**config.mk**
```make
export PLATFORM = sky130hd
export DESIGN_NAME = instructionDecoder
export DESIGN_NICKNAME = d
export VERILOG_FILES = /design/src/verilog/isaPkg.sv /design/src/verilog/pipelinePkg.sv /design/src/verilog/instructionDecoder.sv
export SDC_FILE = /design/constraint.sdc
export NUM_CORES = 1
export LEC_CHECK = 0
export BUFFER_PORTS_ARGS = -buffer_cell sky130_fd_sc_hd__buf_4
export CAP_MARGIN = 15
export CORE_AREA = 2 2 65 55
export DETAILED_ROUTE_END_ITERATION = 10
export DIE_AREA = 0 0 67 57
export GPL_TIMING_DRIVEN = 0
export PLACE_DENSITY_LB_ADDON = 0.2
export SLEW_MARGIN = 40
export SYNTH_ARGS = -nofsm -noshare
export SYNTH_HDL_FRONTEND = slang
export SYNTH_SLANG_ARGS = --single-unit
```
**constraint.sdc**
```tcl
create_clock -name vclk -period 6.85
set_input_delay 0.685 -clock vclk [all_inputs]
set_output_delay 0.685 -clock vclk [all_outputs]
set_load 0.05 [all_outputs]
```
**src/verilog/isaPkg.sv**
```systemverilog
`default_nettype none

package isaPkg;

    typedef logic [31:0] instrT;
    typedef logic [4:0] regIndexT;

    // Always reads as zero, writes are dropped
    localparam regIndexT zeroReg = 5'd31;

    // Format codes in bits 31:26
    localparam int formatLsb = 26;
    localparam int formatWidth = 6;
    localparam logic [5:0] rFormat = 6'b001010;
    localparam logic [5:0] iFormat = 6'b100010;
    localparam logic [5:0] dFormat = 6'b110100;

    // R and D function codes in bits 25:21
    localparam int functLsb = 21;
    localparam int functWidth = 5;
    localparam logic [4:0] rAdd = 5'd0;
    localparam logic [4:0] rAnd = 5'd2;
    localparam logic [4:0] rEor = 5'd4;
    localparam logic [4:0] rLsl = 5'd6;
    localparam logic [4:0] rLsr = 5'd7;
    localparam logic [4:0] rOrr = 5'd8;
    localparam logic [4:0] rSub = 5'd9;
    localparam logic [4:0] dLdur = 5'd0;
    localparam logic [4:0] dStur = 5'd1;

    // I function codes in bits 25:22
    localparam int iFunctLsb = 22;
    localparam int iFunctWidth = 4;
    localparam logic [3:0] iAddi = 4'd0;
    localparam logic [3:0] iAndi = 4'd2;
    localparam logic [3:0] iEori = 4'd4;
    localparam logic [3:0] iOrri = 4'd6;
    localparam logic [3:0] iSubi = 4'd7;

    // Operand fields
    localparam int regIndexWidth = 5;
    localparam int rdLsb = 0;
    localparam int rnLsb = 5;
    localparam int rmLsb = 16;
    localparam int shamtLsb = 10;
    localparam int shamtWidth = 6;
    localparam int aluImmLsb = 10;
    localparam int aluImmWidth = 12;
    localparam int dOffsetLsb = 12;
    localparam int dOffsetWidth = 9;

    typedef enum logic [2:0] {
        opAdd,
        opSub,
        opAnd,
        opOrr,
        opEor,
        opLsl,
        opLsr
    } aluOpT;

endpackage

`default_nettype wire

```
**src/verilog/pipelinePkg.sv**
```systemverilog
`default_nettype none

package pipelinePkg;

    localparam int wordWidth = 64;
    localparam int addrWidth = 64;
    localparam int shiftWidth = $clog2(wordWidth);

    typedef logic [wordWidth-1:0] wordT;
    typedef logic [addrWidth-1:0] addrT;

    // Byte distance between consecutive instructions
    localparam addrT pcStep = 4;

    typedef struct packed {
        isaPkg::aluOpT aluOp;
        logic useImm;
        logic regWrite;
        logic memRead;
        logic memWrite;
        isaPkg::regIndexT destReg;
    } controlT;

    typedef struct packed {
        controlT control;
        wordT operandA;
        wordT operandB;
        wordT immediate;
    } idExT;

    typedef struct packed {
        controlT control;
        wordT aluResult;
        wordT storeData;
    } exMemT;

    typedef struct packed {
        logic regWrite;
        isaPkg::regIndexT destReg;
        wordT writeData;
    } memWbT;

    // Memory stage request, read data returns in the same cycle
    typedef struct packed {
        addrT address;
        wordT writeData;
        logic writeEnable;
        logic readEnable;
    } dataRequestT;

endpackage

`default_nettype wire

```
**src/verilog/instructionDecoder.sv**
```systemverilog
`default_nettype none

module instructionDecoder (
    input  isaPkg::instrT         instruction,
    output isaPkg::regIndexT      readRegA,
    output isaPkg::regIndexT      readRegB,
    output pipelinePkg::controlT  control,
    output pipelinePkg::wordT     immediate
);
    import isaPkg::*;
    import pipelinePkg::*;

    logic [formatWidth-1:0] formatCode;
    logic [functWidth-1:0] funct;
    logic [iFunctWidth-1:0] iFunct;
    regIndexT rd;
    regIndexT rm;
    wordT aluImm;
    wordT dOffset;
    wordT shamt;
    logic known;

    assign formatCode = instruction[formatLsb +: formatWidth];
    assign funct = instruction[functLsb +: functWidth];
    assign iFunct = instruction[iFunctLsb +: iFunctWidth];
    assign rd = instruction[rdLsb +: regIndexWidth];
    assign rm = instruction[rmLsb +: regIndexWidth];
    assign readRegA = instruction[rnLsb +: regIndexWidth];

    // Immediate candidates
    assign aluImm = {{(wordWidth-aluImmWidth){instruction[aluImmLsb+aluImmWidth-1]}},
                     instruction[aluImmLsb +: aluImmWidth]};
    assign dOffset = {{(wordWidth-dOffsetWidth){instruction[dOffsetLsb+dOffsetWidth-1]}},
                      instruction[dOffsetLsb +: dOffsetWidth]};
    assign shamt = {{(wordWidth-shamtWidth){1'b0}}, instruction[shamtLsb +: shamtWidth]};

    always_comb
    begin
        control = '0;
        immediate = '0;
        readRegB = rm;
        known = 1'b1;
        case (formatCode)
            rFormat:
            begin
                control.regWrite = 1'b1;
                case (funct)
                    rAdd: control.aluOp = opAdd;
                    rSub: control.aluOp = opSub;
                    rAnd: control.aluOp = opAnd;
                    rOrr: control.aluOp = opOrr;
                    rEor: control.aluOp = opEor;
                    rLsl, rLsr:
                    begin
                        // Shift amount comes from the instruction, not Rm
                        control.aluOp = (funct == rLsl) ? opLsl : opLsr;
                        control.useImm = 1'b1;
                        immediate = shamt;
                    end
                    default: known = 1'b0;
                endcase
            end
            iFormat:
            begin
                control.regWrite = 1'b1;
                control.useImm = 1'b1;
                immediate = aluImm;
                case (iFunct)
                    iAddi: control.aluOp = opAdd;
                    iSubi: control.aluOp = opSub;
                    iAndi: control.aluOp = opAnd;
                    iOrri: control.aluOp = opOrr;
                    iEori: control.aluOp = opEor;
                    default: known = 1'b0;
                endcase
            end
            dFormat:
            begin
                control.aluOp = opAdd;
                control.useImm = 1'b1;
                immediate = dOffset;
                case (funct)
                    dLdur:
                    begin
                        control.regWrite = 1'b1;
                        control.memRead = 1'b1;
                    end
                    dStur:
                    begin
                        // Rd holds the value to store
                        control.memWrite = 1'b1;
                        readRegB = rd;
                    end
                    default: known = 1'b0;
                endcase
            end
            default: known = 1'b0;
        endcase

        if (!known)
        begin
            control = '0;
            immediate = '0;
        end
        else
        begin
            control.destReg = rd;
            if (rd == zeroReg)
            begin
                control.regWrite = 1'b0;
            end
        end
    end

endmodule

`default_nettype wire

```
==> results of run 1 <==
[area by class of cell]
| type | count | area, um^2 |
|---|---|---|
| timing repair buffer | 114 | 856 |
| tap | 42 | 52.6 |
| buffer | 67 | 485 |
| fill | 322 | 1140 |
| multi-input combinational | 87 | 687 |
| inverter | 2 | 7.51 |
[where the power goes]
part	internal (uW)	leakage [uW]	switching, uW
clock network	0	0	0
logic	22.8	0.00110	29.8
registers	0	0	0
total	22.8	0.00110	29.8
[cells in the mapped netlist (2+ instances only)]
| library cell | n | area share [%] |
|---|---|---|
| a211oi_2 | 4 | 4.3 |
| a21oi_1 | 5 | 2.2 |
| a221oi_1 | 2 | 1.5 |
| a221oi_2 | 7 | 9.0 |
| a22oi_1 | 2 | 1.3 |
| buf_2 | 4 | 1.7 |
| buf_4 | 57 | 37 |
| buf_6 | 2 | 1.9 |
| clkbuf_1 | 4 | 1.3 |
| inv_1 | 2 | 0.65 |
| mux2_2 | 5 | 4.8 |
| nand2_1 | 12 | 3.9 |
| nand2b_1 | 8 | 4.3 |
| nand3_1 | 5 | 2.2 |
| nor2_1 | 4 | 1.3 |
| nor3_1 | 2 | 0.86 |
| nor4_1 | 2 | 1.1 |
| o21ai_0 | 4 | 1.7 |
| o21ai_1 | 6 | 2.6 |
| or3_1 | 2 | 1.1 |
| or3b_2 | 2 | 1.5 |
[through the flow]
step,setup slack (ns),total power [uW],utilization (%)
after CTS,2.88,52.7,64.6
after global routing,2.69,56.1,64.6
after floorplan,1.64,30.1,-
after detailed placement,2.89,52.6,64.6
final,2.90,52.6,64.6
after global placement,1.55,52.0,63.5
[cells by family after synthesis]
kind of cell	count (synthesis)	share of synthesized area [%]
buf+inv	69	42.4
simple gates	44	22.8
compound gates	37	29.2
mux	5	4.84
xor+xnor	1	0.754
[critical path, cell delays in order]
cell and delay, ns:
buf_4 0.11, or4b_1 0.49, buf_2 0.18, nor2_2 0.16
buf_2 0.24, nand2_1 0.11, a221oi_4 0.49, buf_4 0.29
buf_4 0.19, buf_4 0.12, buf_4 0.18
[final timing paths]
path,start,cells past startpoint,to
max,instruction[26],11,immediate[26]
min,instruction[7],2,readRegA[2]
[per-layer routing]
layer,track usage [%],up-vias,part of all wire [%]
met4,0,0,0
met2,28.3,83,45
met3,4.34,0,15
li1,-,727,-
met1,21.2,621,40
met5,0,-,0
==> results_dict.tcl, run 1 <==
set metrics [dict create \
    status "finished, final reports clean" \
    viasPerCell 4.59 \
    yosysWarningCount 0 \
    p_leak_uw 0.00110 \
    num_rows 19 \
    dr.pass1.iters 5 \
    seq_area_frac_synth_pct 0 \
    seq_cells 0 \
    hold_class "input port to output port" \
    die_h_um 57 \
    vias 1431 \
    postSynthCellCount 156 \
    hold_buffers 0 \
    seq_area_um2 0 \
    slew_viol_final 0 \
    ys_types 36 \
    syn-num-nets 188 \
    tightestPinTransition_ns 0.617 \
    coreArea_mm2 0.00323 \
    postCtsSetupRepairBufs 0 \
    place_area_mm2 0.00209 \
    fp.dieArea_mm2 0.00382 \
    wire_per_inst_um 11.1 \
    antenna_found_initial 0 \
    max_freq_ghz 0.253 \
    num-clock-buffers 0 \
    layout_common_cells "buf_4, nand2_1, nand2b_1" \
    final_common_cell "buf_4" \
    drive_gt1_share_pct 74.4 \
    setup_viol 0 \
    portBuffers 111 \
    dpl.cell_count 312 \
    peakVddDrop_v 0.0000372 \
    fp.dieW_um 67 \
    grt_usage_pct 16.2 \
    slew_headroom_pct 58.9 \
    critPathMaxFanout 17 \
    crit_path_end_kind "output port" \
    area_delta_synth_final_pct 79.7 \
    nNetsFinal 304 \
    dp_hpwl_um 2880 \
    worstSetupPathType "input port to output port" \
    grt-ovfl-total 0 \
    rsz0062_at_grt "no" \
    start_util_pct 36.0 \
    hold_slack_ns 1.62 \
    cp-start-kind "input port" \
    drt_iter0_drc 9 \
    instances_no_fill 312 \
    fin_crit_ns 3.95 \
    maxCapViolations 0 \
    grt_pass1_vias 1107 \
    post-route-drc-count 0 \
    syn_avg_cell_area_um2 7.45 \
    routed_wl_um 3470 \
    place_congestion 0.788 \
    pin_count 118 \
    worstPathArrival_ns 3.26 \
    drtAntennaViolNets 0 \
    grt_max_degree 18 \
    hold_violations 0 \
    grt_pass1_wl_um 5190 \
    final_area_mm2 0.00209 \
    tns_ns 0 \
    critPathRequiredTime_ns 6.16 \
    powerDensity_mw_per_mm2 25.2 \
    syn_area_mm2 0.00116 \
    antenna_cells 0 \
    finalCritPeriodShare_pct 57.6 \
    cts-resized-gates 0 \
]
Power figures use the tool's default switching activity.
==> run 2: changes to the inputs <==
- CORE_AREA: 2 2 65 55 -> 2 2 69 58
- DIE_AREA: 0 0 67 57 -> 0 0 71 60
- clock period: 6.85 -> 3.2 ns (I/O delays scaled with it)
==> results_dict.tcl, run 2 (synthesized netlist as in run 1, its figures left out) <==
set metrics [dict create \
    num-clock-buffers 0 \
    powerDensity_mw_per_mm2 53.4 \
    antenna_found_initial 0 \
    tightestPinTransition_ns 0.605 \
    crit_buf_inv 6 \
    maxCapViolations 0 \
    cp-start-kind "input port" \
    critPathRequiredTime_ns 2.88 \
    crit_path_end_kind "output port" \
    rsz0062_at_grt "no" \
    layout_common_cells "buf_4, nand2_1, nand2b_1" \
    slew_viol_final 0 \
    viasPerCell 4.42 \
    status "finished, final reports clean" \
    antenna_cells 0 \
    worstPathArrival_ns 2.56 \
    portBuffers 111 \
    vias 1401 \
    crit_top_cell "buf_4" \
    routed_wl_um 3610 \
    final_util_pct 59.3 \
    dr.pass1.iters 4 \
    pin_count 118 \
    grt_pass1_wl_um 5520 \
    fp.dieW_um 71 \
    seq_area_um2 0 \
    num_rows 20 \
    grt-ovfl-total 0 \
    fp.dieArea_mm2 0.00426 \
    fin_crit_ns 2.88 \
    place_congestion 0.814 \
    setup_viol 0 \
    setup_ws_ns 0.321 \
    hold_violations 0 \
    p_clk_share_pct 0 \
    cts-resized-gates 0 \
    grt_pass1_vias 1132 \
    post-route-drc-count 0 \
    comb_power_share_pct 100.0 \
    hold_class "input port to output port" \
    switching_share_pct 56.6 \
    power.internal_uw 49.9 \
    seq_cells 0 \
    worstSetupPathType "input port to output port" \
    grt_usage_pct 15.3 \
    die_h_um 60 \
    max_freq_ghz 0.347 \
    coreArea_mm2 0.00363 \
    final_common_cell "buf_4" \
    critPathMaxFanout 16 \
    drt_iter0_drc 46 \
    dp_hpwl_um 3060 \
    drtAntennaViolNets 0 \
    wire_per_inst_um 11.4 \
    peakVddDrop_v 0.0000591 \
    start_util_pct 32.0 \
    hold_buffers 0 \
    finalCritPeriodShare_pct 90.0 \
    slew_headroom_pct 59.6 \
    max_stage_delay_ns 0.37 \
    area_delta_synth_final_pct 85.1 \
    path_delay_family "buffers and inverters" \
    dp_slack_ns 0.0367 \
    grt_max_degree 17 \
    p_seq_share_pct 0 \
    drive_gt1_share_pct 75.5 \
    critPathSlowestCell "clkbuf_1" \
    switching_power_uw 65.0 \
    p_leak_uw 0.00113 \
    nNetsFinal 307 \
    crit_path_cell_trace "buf_4 > nand2b_1 > nor2_1 > clkbuf_1 > nand2_1 > a221oi_4 > buf_4 > buf_6 > buf_4 > buf_4" \
]
[run 2: repair_timing]
| action | 4_1_cts | 5_1_grt |
|---|---|---|
| endpoints found under the hold margin | 0 | 0 |
| buffers inserted | 0 | 3 |
| endpoints found under the setup margin | 0 | 31 |
[run 2: worst paths after layout]
path | start | endpoint | slack, ns | cells after the start
worst min-delay path | instruction[8] | readRegA[3] | 0.89 | 2
worst max-delay path | instruction[29] | immediate[34] | 0.32 | 10
[run 2: area by class of cell]
type | count | area [um^2]
fillers | 359 | 1480
repair buffers | 117 | 882
multi-input cells | 87 | 703
plain buffers | 67 | 504
well taps | 44 | 55.1
inverters | 2 | 7.51
[run 2: power groups by stage]
| stage | clock network [uW] | logic, uW | registers, uW |
|---|---|---|---|
| after CTS | 0 | 115 | 0 |
| after global placement | 0 | 114 | 0 |
| final | 0 | 115 | 0 |
| after global routing | 0 | 123 | 0 |
| after detailed placement | 0 | 115 | 0 |
| after floorplan | 0 | 66.8 | 0 |
[run 2: per-stage QoR]
step / hold slack [ns] / total power (uW) / instance area [um^2] / std cells / TNS [ns]
CTS: 0.895 / 115 / 2130 / 314 / 0
floorplan: 0.807 / 66.8 / 1210 / 156 / -16.05
global placement: 0.895 / 114 / 2100 / 311 / -26.34
global route: 0.896 / 123 / 2150 / 317 / 0
detailed placement: 0.895 / 115 / 2130 / 314 / 0
finish: 0.894 / 115 / 2150 / 317 / 0
[run 2: layer usage]
metal  GRT usage (%)  wire, um
met1            21.5      1570
met2            27.0      1740
met3            1.69       296
met4               0         0
met5               0         0
