<file path="config.mk">
export PLATFORM = sky130hd
export DESIGN_NAME = executeUnit
export DESIGN_NICKNAME = d
export VERILOG_FILES = /design/src/verilog/isaPkg.sv /design/src/verilog/pipelinePkg.sv /design/src/verilog/executeUnit.sv /design/src/verilog/lookaheadAdder.sv
export SDC_FILE = /design/constraint.sdc
export NUM_CORES = 1
export LEC_CHECK = 0
export BUFFER_PORTS_ARGS = -buffer_cell sky130_fd_sc_hd__buf_2
export CAP_MARGIN = 30
export CORE_UTILIZATION = 59
export DETAILED_ROUTE_END_ITERATION = 6
export PLACE_DENSITY = 0.85
export SETUP_SLACK_MARGIN = 0.3
export SYNTH_ARGS = -nofsm -noshare
export SYNTH_HDL_FRONTEND = slang
export SYNTH_SLANG_ARGS = --single-unit
</file>
<file path="constraint.sdc">
create_clock -name vclk -period 24.6
set_input_delay 7.38 -clock vclk [all_inputs]
set_output_delay 7.38 -clock vclk [all_outputs]
set_load 0.005 [all_outputs]
</file>
<file path="src/verilog/isaPkg.sv">
`default_nettype none

package isaPkg;

    typedef logic [31:0] instrT;
    typedef logic [4:0] regIndexT;

    // Always reads as zero, writes are dropped
    localparam regIndexT zeroReg = 5'd31;

    // Format codes in bits 31:26
    localparam int formatLsb = 26;
    localparam int formatWidth = 6;
    localparam logic [5:0] rFormat = 6'b001010;
    localparam logic [5:0] iFormat = 6'b100010;
    localparam logic [5:0] dFormat = 6'b110100;

    // R and D function codes in bits 25:21
    localparam int functLsb = 21;
    localparam int functWidth = 5;
    localparam logic [4:0] rAdd = 5'd0;
    localparam logic [4:0] rAnd = 5'd2;
    localparam logic [4:0] rEor = 5'd4;
    localparam logic [4:0] rLsl = 5'd6;
    localparam logic [4:0] rLsr = 5'd7;
    localparam logic [4:0] rOrr = 5'd8;
    localparam logic [4:0] rSub = 5'd9;
    localparam logic [4:0] dLdur = 5'd0;
    localparam logic [4:0] dStur = 5'd1;

    // I function codes in bits 25:22
    localparam int iFunctLsb = 22;
    localparam int iFunctWidth = 4;
    localparam logic [3:0] iAddi = 4'd0;
    localparam logic [3:0] iAndi = 4'd2;
    localparam logic [3:0] iEori = 4'd4;
    localparam logic [3:0] iOrri = 4'd6;
    localparam logic [3:0] iSubi = 4'd7;

    // Operand fields
    localparam int regIndexWidth = 5;
    localparam int rdLsb = 0;
    localparam int rnLsb = 5;
    localparam int rmLsb = 16;
    localparam int shamtLsb = 10;
    localparam int shamtWidth = 6;
    localparam int aluImmLsb = 10;
    localparam int aluImmWidth = 12;
    localparam int dOffsetLsb = 12;
    localparam int dOffsetWidth = 9;

    typedef enum logic [2:0] {
        opAdd,
        opSub,
        opAnd,
        opOrr,
        opEor,
        opLsl,
        opLsr
    } aluOpT;

endpackage

`default_nettype wire

</file>
<file path="src/verilog/pipelinePkg.sv">
`default_nettype none

package pipelinePkg;

    localparam int wordWidth = 64;
    localparam int addrWidth = 64;
    localparam int shiftWidth = $clog2(wordWidth);

    typedef logic [wordWidth-1:0] wordT;
    typedef logic [addrWidth-1:0] addrT;

    // Byte distance between consecutive instructions
    localparam addrT pcStep = 4;

    typedef struct packed {
        isaPkg::aluOpT aluOp;
        logic useImm;
        logic regWrite;
        logic memRead;
        logic memWrite;
        isaPkg::regIndexT destReg;
    } controlT;

    typedef struct packed {
        controlT control;
        wordT operandA;
        wordT operandB;
        wordT immediate;
    } idExT;

    typedef struct packed {
        controlT control;
        wordT aluResult;
        wordT storeData;
    } exMemT;

    typedef struct packed {
        logic regWrite;
        isaPkg::regIndexT destReg;
        wordT writeData;
    } memWbT;

    // Memory stage request, read data returns in the same cycle
    typedef struct packed {
        addrT address;
        wordT writeData;
        logic writeEnable;
        logic readEnable;
    } dataRequestT;

endpackage

`default_nettype wire

</file>
<file path="src/verilog/executeUnit.sv">
`default_nettype none

module executeUnit (
    input  pipelinePkg::idExT  stage,
    output pipelinePkg::wordT  aluResult,
    output pipelinePkg::wordT  storeData
);
    import isaPkg::*;
    import pipelinePkg::*;

    wordT secondOperand;
    wordT adderOperand;
    wordT adderSum;
    logic subtract;
    logic [shiftWidth-1:0] shiftAmount;

    assign secondOperand = stage.control.useImm ? stage.immediate : stage.operandB;

    // a - b as a + ~b + 1
    assign subtract = (stage.control.aluOp == opSub);
    assign adderOperand = subtract ? ~secondOperand : secondOperand;

    lookaheadAdder #(.width(wordWidth)) adder (
        .a(stage.operandA),
        .b(adderOperand),
        .carryIn(subtract),
        .sum(adderSum),
        .groupGenerate(),
        .groupPropagate()
    );

    assign shiftAmount = secondOperand[shiftWidth-1:0];

    always_comb
    begin
        case (stage.control.aluOp)
            opAdd, opSub: aluResult = adderSum;
            opAnd: aluResult = stage.operandA & secondOperand;
            opOrr: aluResult = stage.operandA | secondOperand;
            opEor: aluResult = stage.operandA ^ secondOperand;
            opLsl: aluResult = stage.operandA << shiftAmount;
            opLsr: aluResult = stage.operandA >> shiftAmount;
            default: aluResult = adderSum;
        endcase
    end

    // Store value read through the B port
    assign storeData = stage.operandB;

endmodule

`default_nettype wire

</file>
<file path="src/verilog/lookaheadAdder.sv">
`default_nettype none

module lookaheadAdder #(
    parameter int width = pipelinePkg::wordWidth
) (
    input  logic [width-1:0] a,
    input  logic [width-1:0] b,
    input  logic             carryIn,
    output logic [width-1:0] sum,
    output logic             groupGenerate,
    output logic             groupPropagate
);
    localparam int half = width / 2;

    if (width == 2)
    begin : leaf
        logic [1:0] bitGen;
        logic [1:0] bitProp;
        logic innerCarry;

        assign bitGen = a & b;
        assign bitProp = a ^ b;
        assign innerCarry = bitGen[0] | (bitProp[0] & carryIn);
        assign sum = {bitProp[1] ^ innerCarry, bitProp[0] ^ carryIn};
        assign groupGenerate = bitGen[1] | (bitProp[1] & bitGen[0]);
        assign groupPropagate = bitProp[1] & bitProp[0];
    end
    else
    begin : node
        logic lowGen;
        logic lowProp;
        logic highGen;
        logic highProp;
        logic midCarry;

        lookaheadAdder #(.width(half)) lowHalf (
            .a(a[half-1:0]),
            .b(b[half-1:0]),
            .carryIn(carryIn),
            .sum(sum[half-1:0]),
            .groupGenerate(lowGen),
            .groupPropagate(lowProp)
        );

        // Upper carry from the low group terms, no ripple through the low half
        assign midCarry = lowGen | (lowProp & carryIn);

        lookaheadAdder #(.width(half)) highHalf (
            .a(a[width-1:half]),
            .b(b[width-1:half]),
            .carryIn(midCarry),
            .sum(sum[width-1:half]),
            .groupGenerate(highGen),
            .groupPropagate(highProp)
        );

        assign groupGenerate = highGen | (highProp & lowGen);
        assign groupPropagate = highProp & lowProp;
    end

endmodule

`default_nettype wire

</file>
==> summary.md, run 1 <==
| Metric | Value |
|---|---|
| Status | finished, violations left |
| Failing checks | design-rule violations |
| Post-synth top area cell | mux2i_1 |
| Largest net degree at the start of global routing | 75 |
| Final core occ | 64.70% |
| Ranking of synthesized cells by area | mux2i_1, ha_1, nor2_1 |
| Number of hold buffers added after CTS | 0 |
| Area growth syn-to-layout | 6.835% |
| First-pass DRT Iterations | 7 |
| Syn Nets | roughly 2500 |
| Final Wtd Congestion | between 1 and 1.5 |
| Vias per Instance | 7.267 |
| DR iter-0 viols | around 2600 |
| Final setup viols | 0 |
| Clk_buf instances | 0 |
| Min-delay worst type | input pin to output pin |
| Post-Synthesis Cells | between 2000 and 2500 |
| Slew headroom | 18.00% |
| WL final | just under 80 mm |
| Worst-path maximum fanout | 37 |
| Die width | about 170 um |
| # DRC | 17 |
| Core area | 0.02621 sq mm |
| Initial core utilization | between 60% and 70% |
| TNS Setup | 0 ns |
| Final HPWL DP | 60.16 mm |
| Die area | between 0.02 and 0.03 sq mm |
| Max Clk Rate | between 40 and 50 MHz |
| Setup crit start kind | input pin |
| Die H | 166.0 um |
| Initial antenna violation count | 6 |
| Number of fill cells | 2337 |
| Fin worst setup slack | between 4 and 5 ns |
| Most instantiated cells after synthesis | mux2i_1, nor2_1, ha_1 |
| GRT Total Usage | between 50% and 60% |
| Register area | 0 sq um |
| Synth cell types | 70 |
| Wirelength per Cell | just over 30 um |
| Cell Area, Synth | roughly 0.016 sq mm |
| Max-Cap Viols | 0 |
| Antenna-violating nets left | 0 |
| Ratio of cells with drive above 1 in the final layout | between 10% and 20% |
| # IOs | ~330 |
| WP data arrival | 13.21 ns |
| FFs & Latches | 0 |
| Post-CTS Setup Repair Bufs | 0 |
| RSZ-0062 raised after global routing | false |
| Hold Vio Cnt, Final | 0 |
| Hold Path End | storeData[28] |
| Hold path depth | 2 |
| CTS resizes | 0 |
| Syn Area/Cell | 7.648 sq um |
| Row Count | 59 |
| First-pass GRT wire length | between 100 and 150 mm |
| Post-Place Setup Slack | between 3 and 4 ns |
| # port buffers | around 320 |
| Register area share after synthesis | 0% |
| Vias | about 19000 |
| Setup Crit Path Kind | input pin to output pin |
| Crit. End Element | output pin |
| Synth warn | 0 |
| Most common cell in the netlist | mux2i_1 |
| Min Tclk post-route | slightly above 20 ns |
| HP Start | stage[92] |
| Final slew viol count | 0 |
| Worst Path Required | around 17 ns |
| Final worst-path cycle share | 83.71% |
| Area share of the largest cell type after synthesis | ~28% |
| Final nets | around 2600 |
| Worst-margin pin slew | about 1.2 ns |
| Vias in the first global route | roughly 17000 |
| Grt ovf | 0 |
routing by layer:
metal | up-vias | track usage (%) | part of all wire [%]
li1 | 7795 | - | -
met1 | 8653 | 66.01 | 36
met2 | 1676 | 78.74 | 41
met3 | 413 | 17.80 | 15
met4 | 8 | 36.16 | 8.3
met5 | - | 2.087 | 0.15
area by class of cell:
type                       count  area [sq um]  share of cell area [%]
antenna                        3         7.507                 0.04428
inverter                     159         616.8                   3.638
timing repair buffer         361          1914                   11.29
multi-input combinational   1694         14000                   82.55
tap                          335         419.2                   2.472
stage by stage:
step                      cells  area (sq um)  hold WS, ns
after CTS                  2548         16920        14.94
after detailed placement   2548         16920        14.94
after floorplan            2075         15870        14.84
final                      2552         16960        14.94
after global routing       2549         16950        14.94
after global placement     2545         16910        14.94
critical path: stages:
cell      delay [ns]
buf_4           0.15
buf_4           0.19
mux2_2          0.24
buf_4           0.43
clkinv_1        0.42
xnor2_1         0.23
ha_1            0.38
and4_1          0.26
o311a_1         0.20
a211o_1         0.29
a41o_1          0.45
a41oi_2         0.27
o21a_2          0.35
o21ai_1         0.29
a41oi_1         0.23
a211o_1         0.32
fa_1            0.41
xnor2_1         0.17
xnor2_1         0.15
xnor2_1         0.14
a21oi_1         0.08
buf_2           0.16
cell usage in the layout (no fill, tap or decap), types with 10 or more instances in the layout:
master	count
a211oi_1	15
xor2_1	19
nand2_1	78
inv_1	151
a21o_1	26
mux4_2	16
nor2_1	227
fa_1	31
nor3_1	47
nor2b_1	18
buf_4	34
a2111oi_0	13
buf_2	326
mux2i_1	438
o22a_1	11
ha_1	191
xnor2_1	79
o211ai_1	13
a21oi_1	153
o221ai_1	43
o32ai_1	25
a22oi_1	76
o32a_1	10
o21ai_0	38
kinds of logic (layout without fill, tap and decap cells):
kind of cell | count (synthesis) | after routing | share of synthesized area, %
buffers and inverters | 381 | 520 | 11.97
and+or+nand+nor | 407 | 407 | 10.90
muxes | 466 | 466 | 30.82
other | 0 | 3 | 0
adders and majority gates | 222 | 222 | 18.97
AOI/OAI and AO/OA | 501 | 501 | 21.93
xor gates and xnor gates | 98 | 98 | 5.408
worst max path at each step:
stage               startpoint       endpoint  cells past startpoint
finish              stage[200]  aluResult[63]                     22
global route        stage[200]  aluResult[63]                     22
CTS                 stage[200]  aluResult[63]                     22
detailed placement  stage[200]  aluResult[63]                     22
global placement    stage[200]  aluResult[63]                     22
floorplan           stage[202]  aluResult[63]                     22
==> inputs of run 2 (changes only) <==
--- a/config.mk
+++ b/config.mk
@@ -5,6 +5,7 @@
 export SDC_FILE = /design/constraint.sdc
 export NUM_CORES = 1
 export LEC_CHECK = 0
+export ABC_AREA = 1
 export BUFFER_PORTS_ARGS = -buffer_cell sky130_fd_sc_hd__buf_2
 export CAP_MARGIN = 30
 export CORE_UTILIZATION = 59
==> constraint.sdc (replaced) <==
create_clock -name vclk -period 19.4
set_input_delay 5.82 -clock vclk [all_inputs]
set_output_delay 5.82 -clock vclk [all_outputs]
set_load 0.005 [all_outputs]
==> run 2 against run 1 <==
- the flow now finishes without violations
- worst setup slack worse by 2.2 ns
- critical path type unchanged
- global-route usage is 0.16 points higher
- sequential share of layout area stayed put
- synthesized cell count is 47% higher
- core utilization is 0.30 points lower
- critical endpoint unchanged
- die area is 3.6% higher
- hold slack worse by 3.1 ns
==> summary.md, run 2 <==
| Metric | Value |
|---|---|
| Synth cell types | 45 |
| Hold Path End | storeData[41] |
| Worst Path Required | approximately 14 ns |
| M1 wire length | between 20 and 30 mm |
| VDD IR max | between 30 and 40 uV |
| GRT Total Usage | a little over half |
| Post-Synthesis Cells | 3046 |
| Vias | ~23000 |
| First-pass GRT wire length | 117.0 mm |
| Initial core utilization | between 60 and 70% |
| Vias per Instance | 6.515 |
| Syn Nets | around 3500 |
| Register area share after synthesis | 0% |
| Max-Cap Viols | 0 |
| Core area | about 0.027 sq mm |
| Final setup viols | 0 |
| Crit. End Element | output pin |
| Most instantiated cells after synthesis | nand2_1, nand3_1, inv_1 |
| Power Density | roughly 41 mW/mm^2 |
| Hold Vio Cnt, Final | 0 |
| Syn Area/Cell | between 5 and 6 sq um |
| FFs & Latches | 0 |
| Setup crit start kind | input pin |
| Hold_ws | between 10 and 15 ns |
| Die width | between 150 and 200 um |
| WL final | roughly 80 mm |
| Final Wtd Congestion | 1.105 |
| Die H | 169.0 um |
| Top routing layer in use | met5 |
| Largest net degree at the start of global routing | a little under 100 |
| First-pass DRT Iterations | 7 |
| # IOs | approximately 330 |
| Ranking of synthesized cells by area | nand2_1, nand3_1, ha_1 |
| Most common cell in the netlist | nand2_1 |
| Post-synth top area cell | nand2_1 |
| Number of hold buffers added after CTS | 0 |
| Register area | 0 sq um |
| Cell leakage power | about 9.4 nW |
| DR WL met2 | ~32 mm |
| Post-DP Area | ~0.017 sq mm |
| Area share of the largest cell type after synthesis | about a fifth |
| Number of fill cells | 2684 |
| Area growth syn-to-layout | 6.373% |
| Xor/xnor share of the synthesized area | about 5.2% |
| Fin area | between 0.015 and 0.02 sq mm |
| Wirelength per Cell | approximately 23 um |
| Die area | about 0.029 sq mm |
| Min Tclk post-route | between 15 and 20 ns |
| Worst-margin pin slew | ~1.2 ns |
| Most frequent cells in the layout | nand2_1, nand3_1, buf_2 |
| Final worst-path cycle share | between 90% and 100% |
| Final slew viol count | 0 |
| # port buffers | between 300 and 400 |
| Final HPWL DP | ~63 mm |
| CTS resizes | 0 |
| Synth Area in Adders | a little under a fifth |
| WP data arrival | between 10 and 15 ns |
| Area of the multi-input gates | 0.01395 sq mm |
| Clk_buf instances | 0 |
| Largest family of logic cells by synthesized area | simple AND/OR/NAND/NOR gates |
| Setup Crit Path Kind | input pin to output pin |
| Complex-gate fraction of the synthesized area | between 10% and 20% |
| TNS Setup | 0 ns |
| Row Count | 60 |
| Max Clk Rate | about 57 MHz |
| Grt ovf | 0 |
| Slew headroom | 21.88% |
| Vias in the first global route | between 20000 and 25000 |
| Hold path depth | 2 |
| Metal3 WL | ~12 mm |
| Worst-path maximum fanout | 72 |
| Mux cell area share after synthesis | 0.06084% |
| Final nets | ~3600 |
| Initial antenna violation count | 5 |
| HP Start | stage[105] |
| Post-CTS Setup Repair Bufs | 0 |
| Synth warn | 0 |
| Post-synthesis simple-gate area fraction | about two fifths |
| DR iter-0 viols | between 4000 and 5000 |
| Status | completed |
| Commonest non-fill, non-tap cell in the layout | nand2_1 |
| Cell Area, Synth | approximately 0.016 sq mm |
| Min-delay worst type | input pin to output pin |
| Antenna-violating nets left | 0 |
| # DRC | 0 |
| RSZ-0062 raised after global routing | false |
| Ratio of cells with drive above 1 in the final layout | between 10% and 20% |
[run 2: changes by cell type after synthesis, moves of 129 or more]
| cell | change |
|---|---|
| mux2i_1 | -437 |
| nor2_1 | -129 |
| o21ai_0 | +187 |
| inv_1 | +162 |
| nand3_1 | +486 |
| nand2_1 | +777 |
[run 2: where the power goes]
part | leakage (nW) | switching (mW) | internal [mW]
Sequential | 0 | 0 | 0
Combinational | 9.38 | 0.490 | 0.232
Clock | 0.0000127 | 0 | 0.0000000138
Total | 9.38 | 0.490 | 0.232
[run 2: cell families after synthesis]
group	after synthesis
buf+inv	592
compound gates	568
xor+xnor	97
fa+ha+maj	222
mux	1
simple gates	1566
[run 2: layer usage]
metal  vias to the layer above  global-route usage, %
li1                      10220                      -
met1                     10337                  66.29
met2                      1868                  78.87
met3                       425                  18.17
met4                         4                  35.96
met5                         -                      0
[run 2: through the flow]
stage / worst slack (ns) / total power [mW] / util, % / cells
after floorplan: 4.174 / 0.4571 / - / 3046
after global placement: 2.399 / 0.6584 / 64.34 / 3504
after detailed placement: 2.213 / 0.6813 / 64.38 / 3506
after CTS: 2.196 / 0.6846 / 64.38 / 3506
after global routing: 1.509 / 0.7738 / 64.40 / 3508
final: 1.805 / 0.7220 / 64.40 / 3508
[run 2: how the worst max path moves through the flow]
| stage | from | to | slack (ns) | cells after the start |
|---|---|---|---|---|
| 2_1_floorplan | stage[200] | aluResult[63] | 4.17 | 28 |
| 3_3_place_gp | stage[200] | aluResult[63] | 2.40 | 28 |
| 3_5_place_dp | stage[200] | aluResult[63] | 2.21 | 28 |
| 4_1_cts | stage[200] | aluResult[63] | 2.20 | 28 |
| 5_1_grt | stage[200] | aluResult[63] | 1.51 | 29 |
| 6_report | stage[200] | aluResult[63] | 1.81 | 28 |
[run 2: worst max-delay path, stage by stage]
cell,delay [ns]
buf_2,0.45
buf_4,0.59
o21ai_0,0.45
xor2_1,0.28
ha_1,0.34
nand2_1,0.06
nor2_1,0.16
nand3_1,0.10
nand3_1,0.35
nand2_1,0.09
nand2_1,0.41
nand2_1,0.15
nand2_1,0.31
nand2_1,0.12
nand2_1,0.27
nand2_1,0.11
nand2_1,0.16
nand2_1,0.08
nand2_1,0.12
a21oi_1,0.10
fa_1,0.42
xnor2_1,0.15
xnor2_1,0.14
a21oi_1,0.14
o21ai_0,0.11
nand2_1,0.09
inv_1,0.04
buf_2,0.11
[run 2: layout make-up]
cell class	count	area share, %
diodes	2	0.02860
inverters	328	7.070
multi-input cells	2454	79.72
well taps	372	2.659
repair buffers	352	10.52
(Power assumes the default switching activity.)
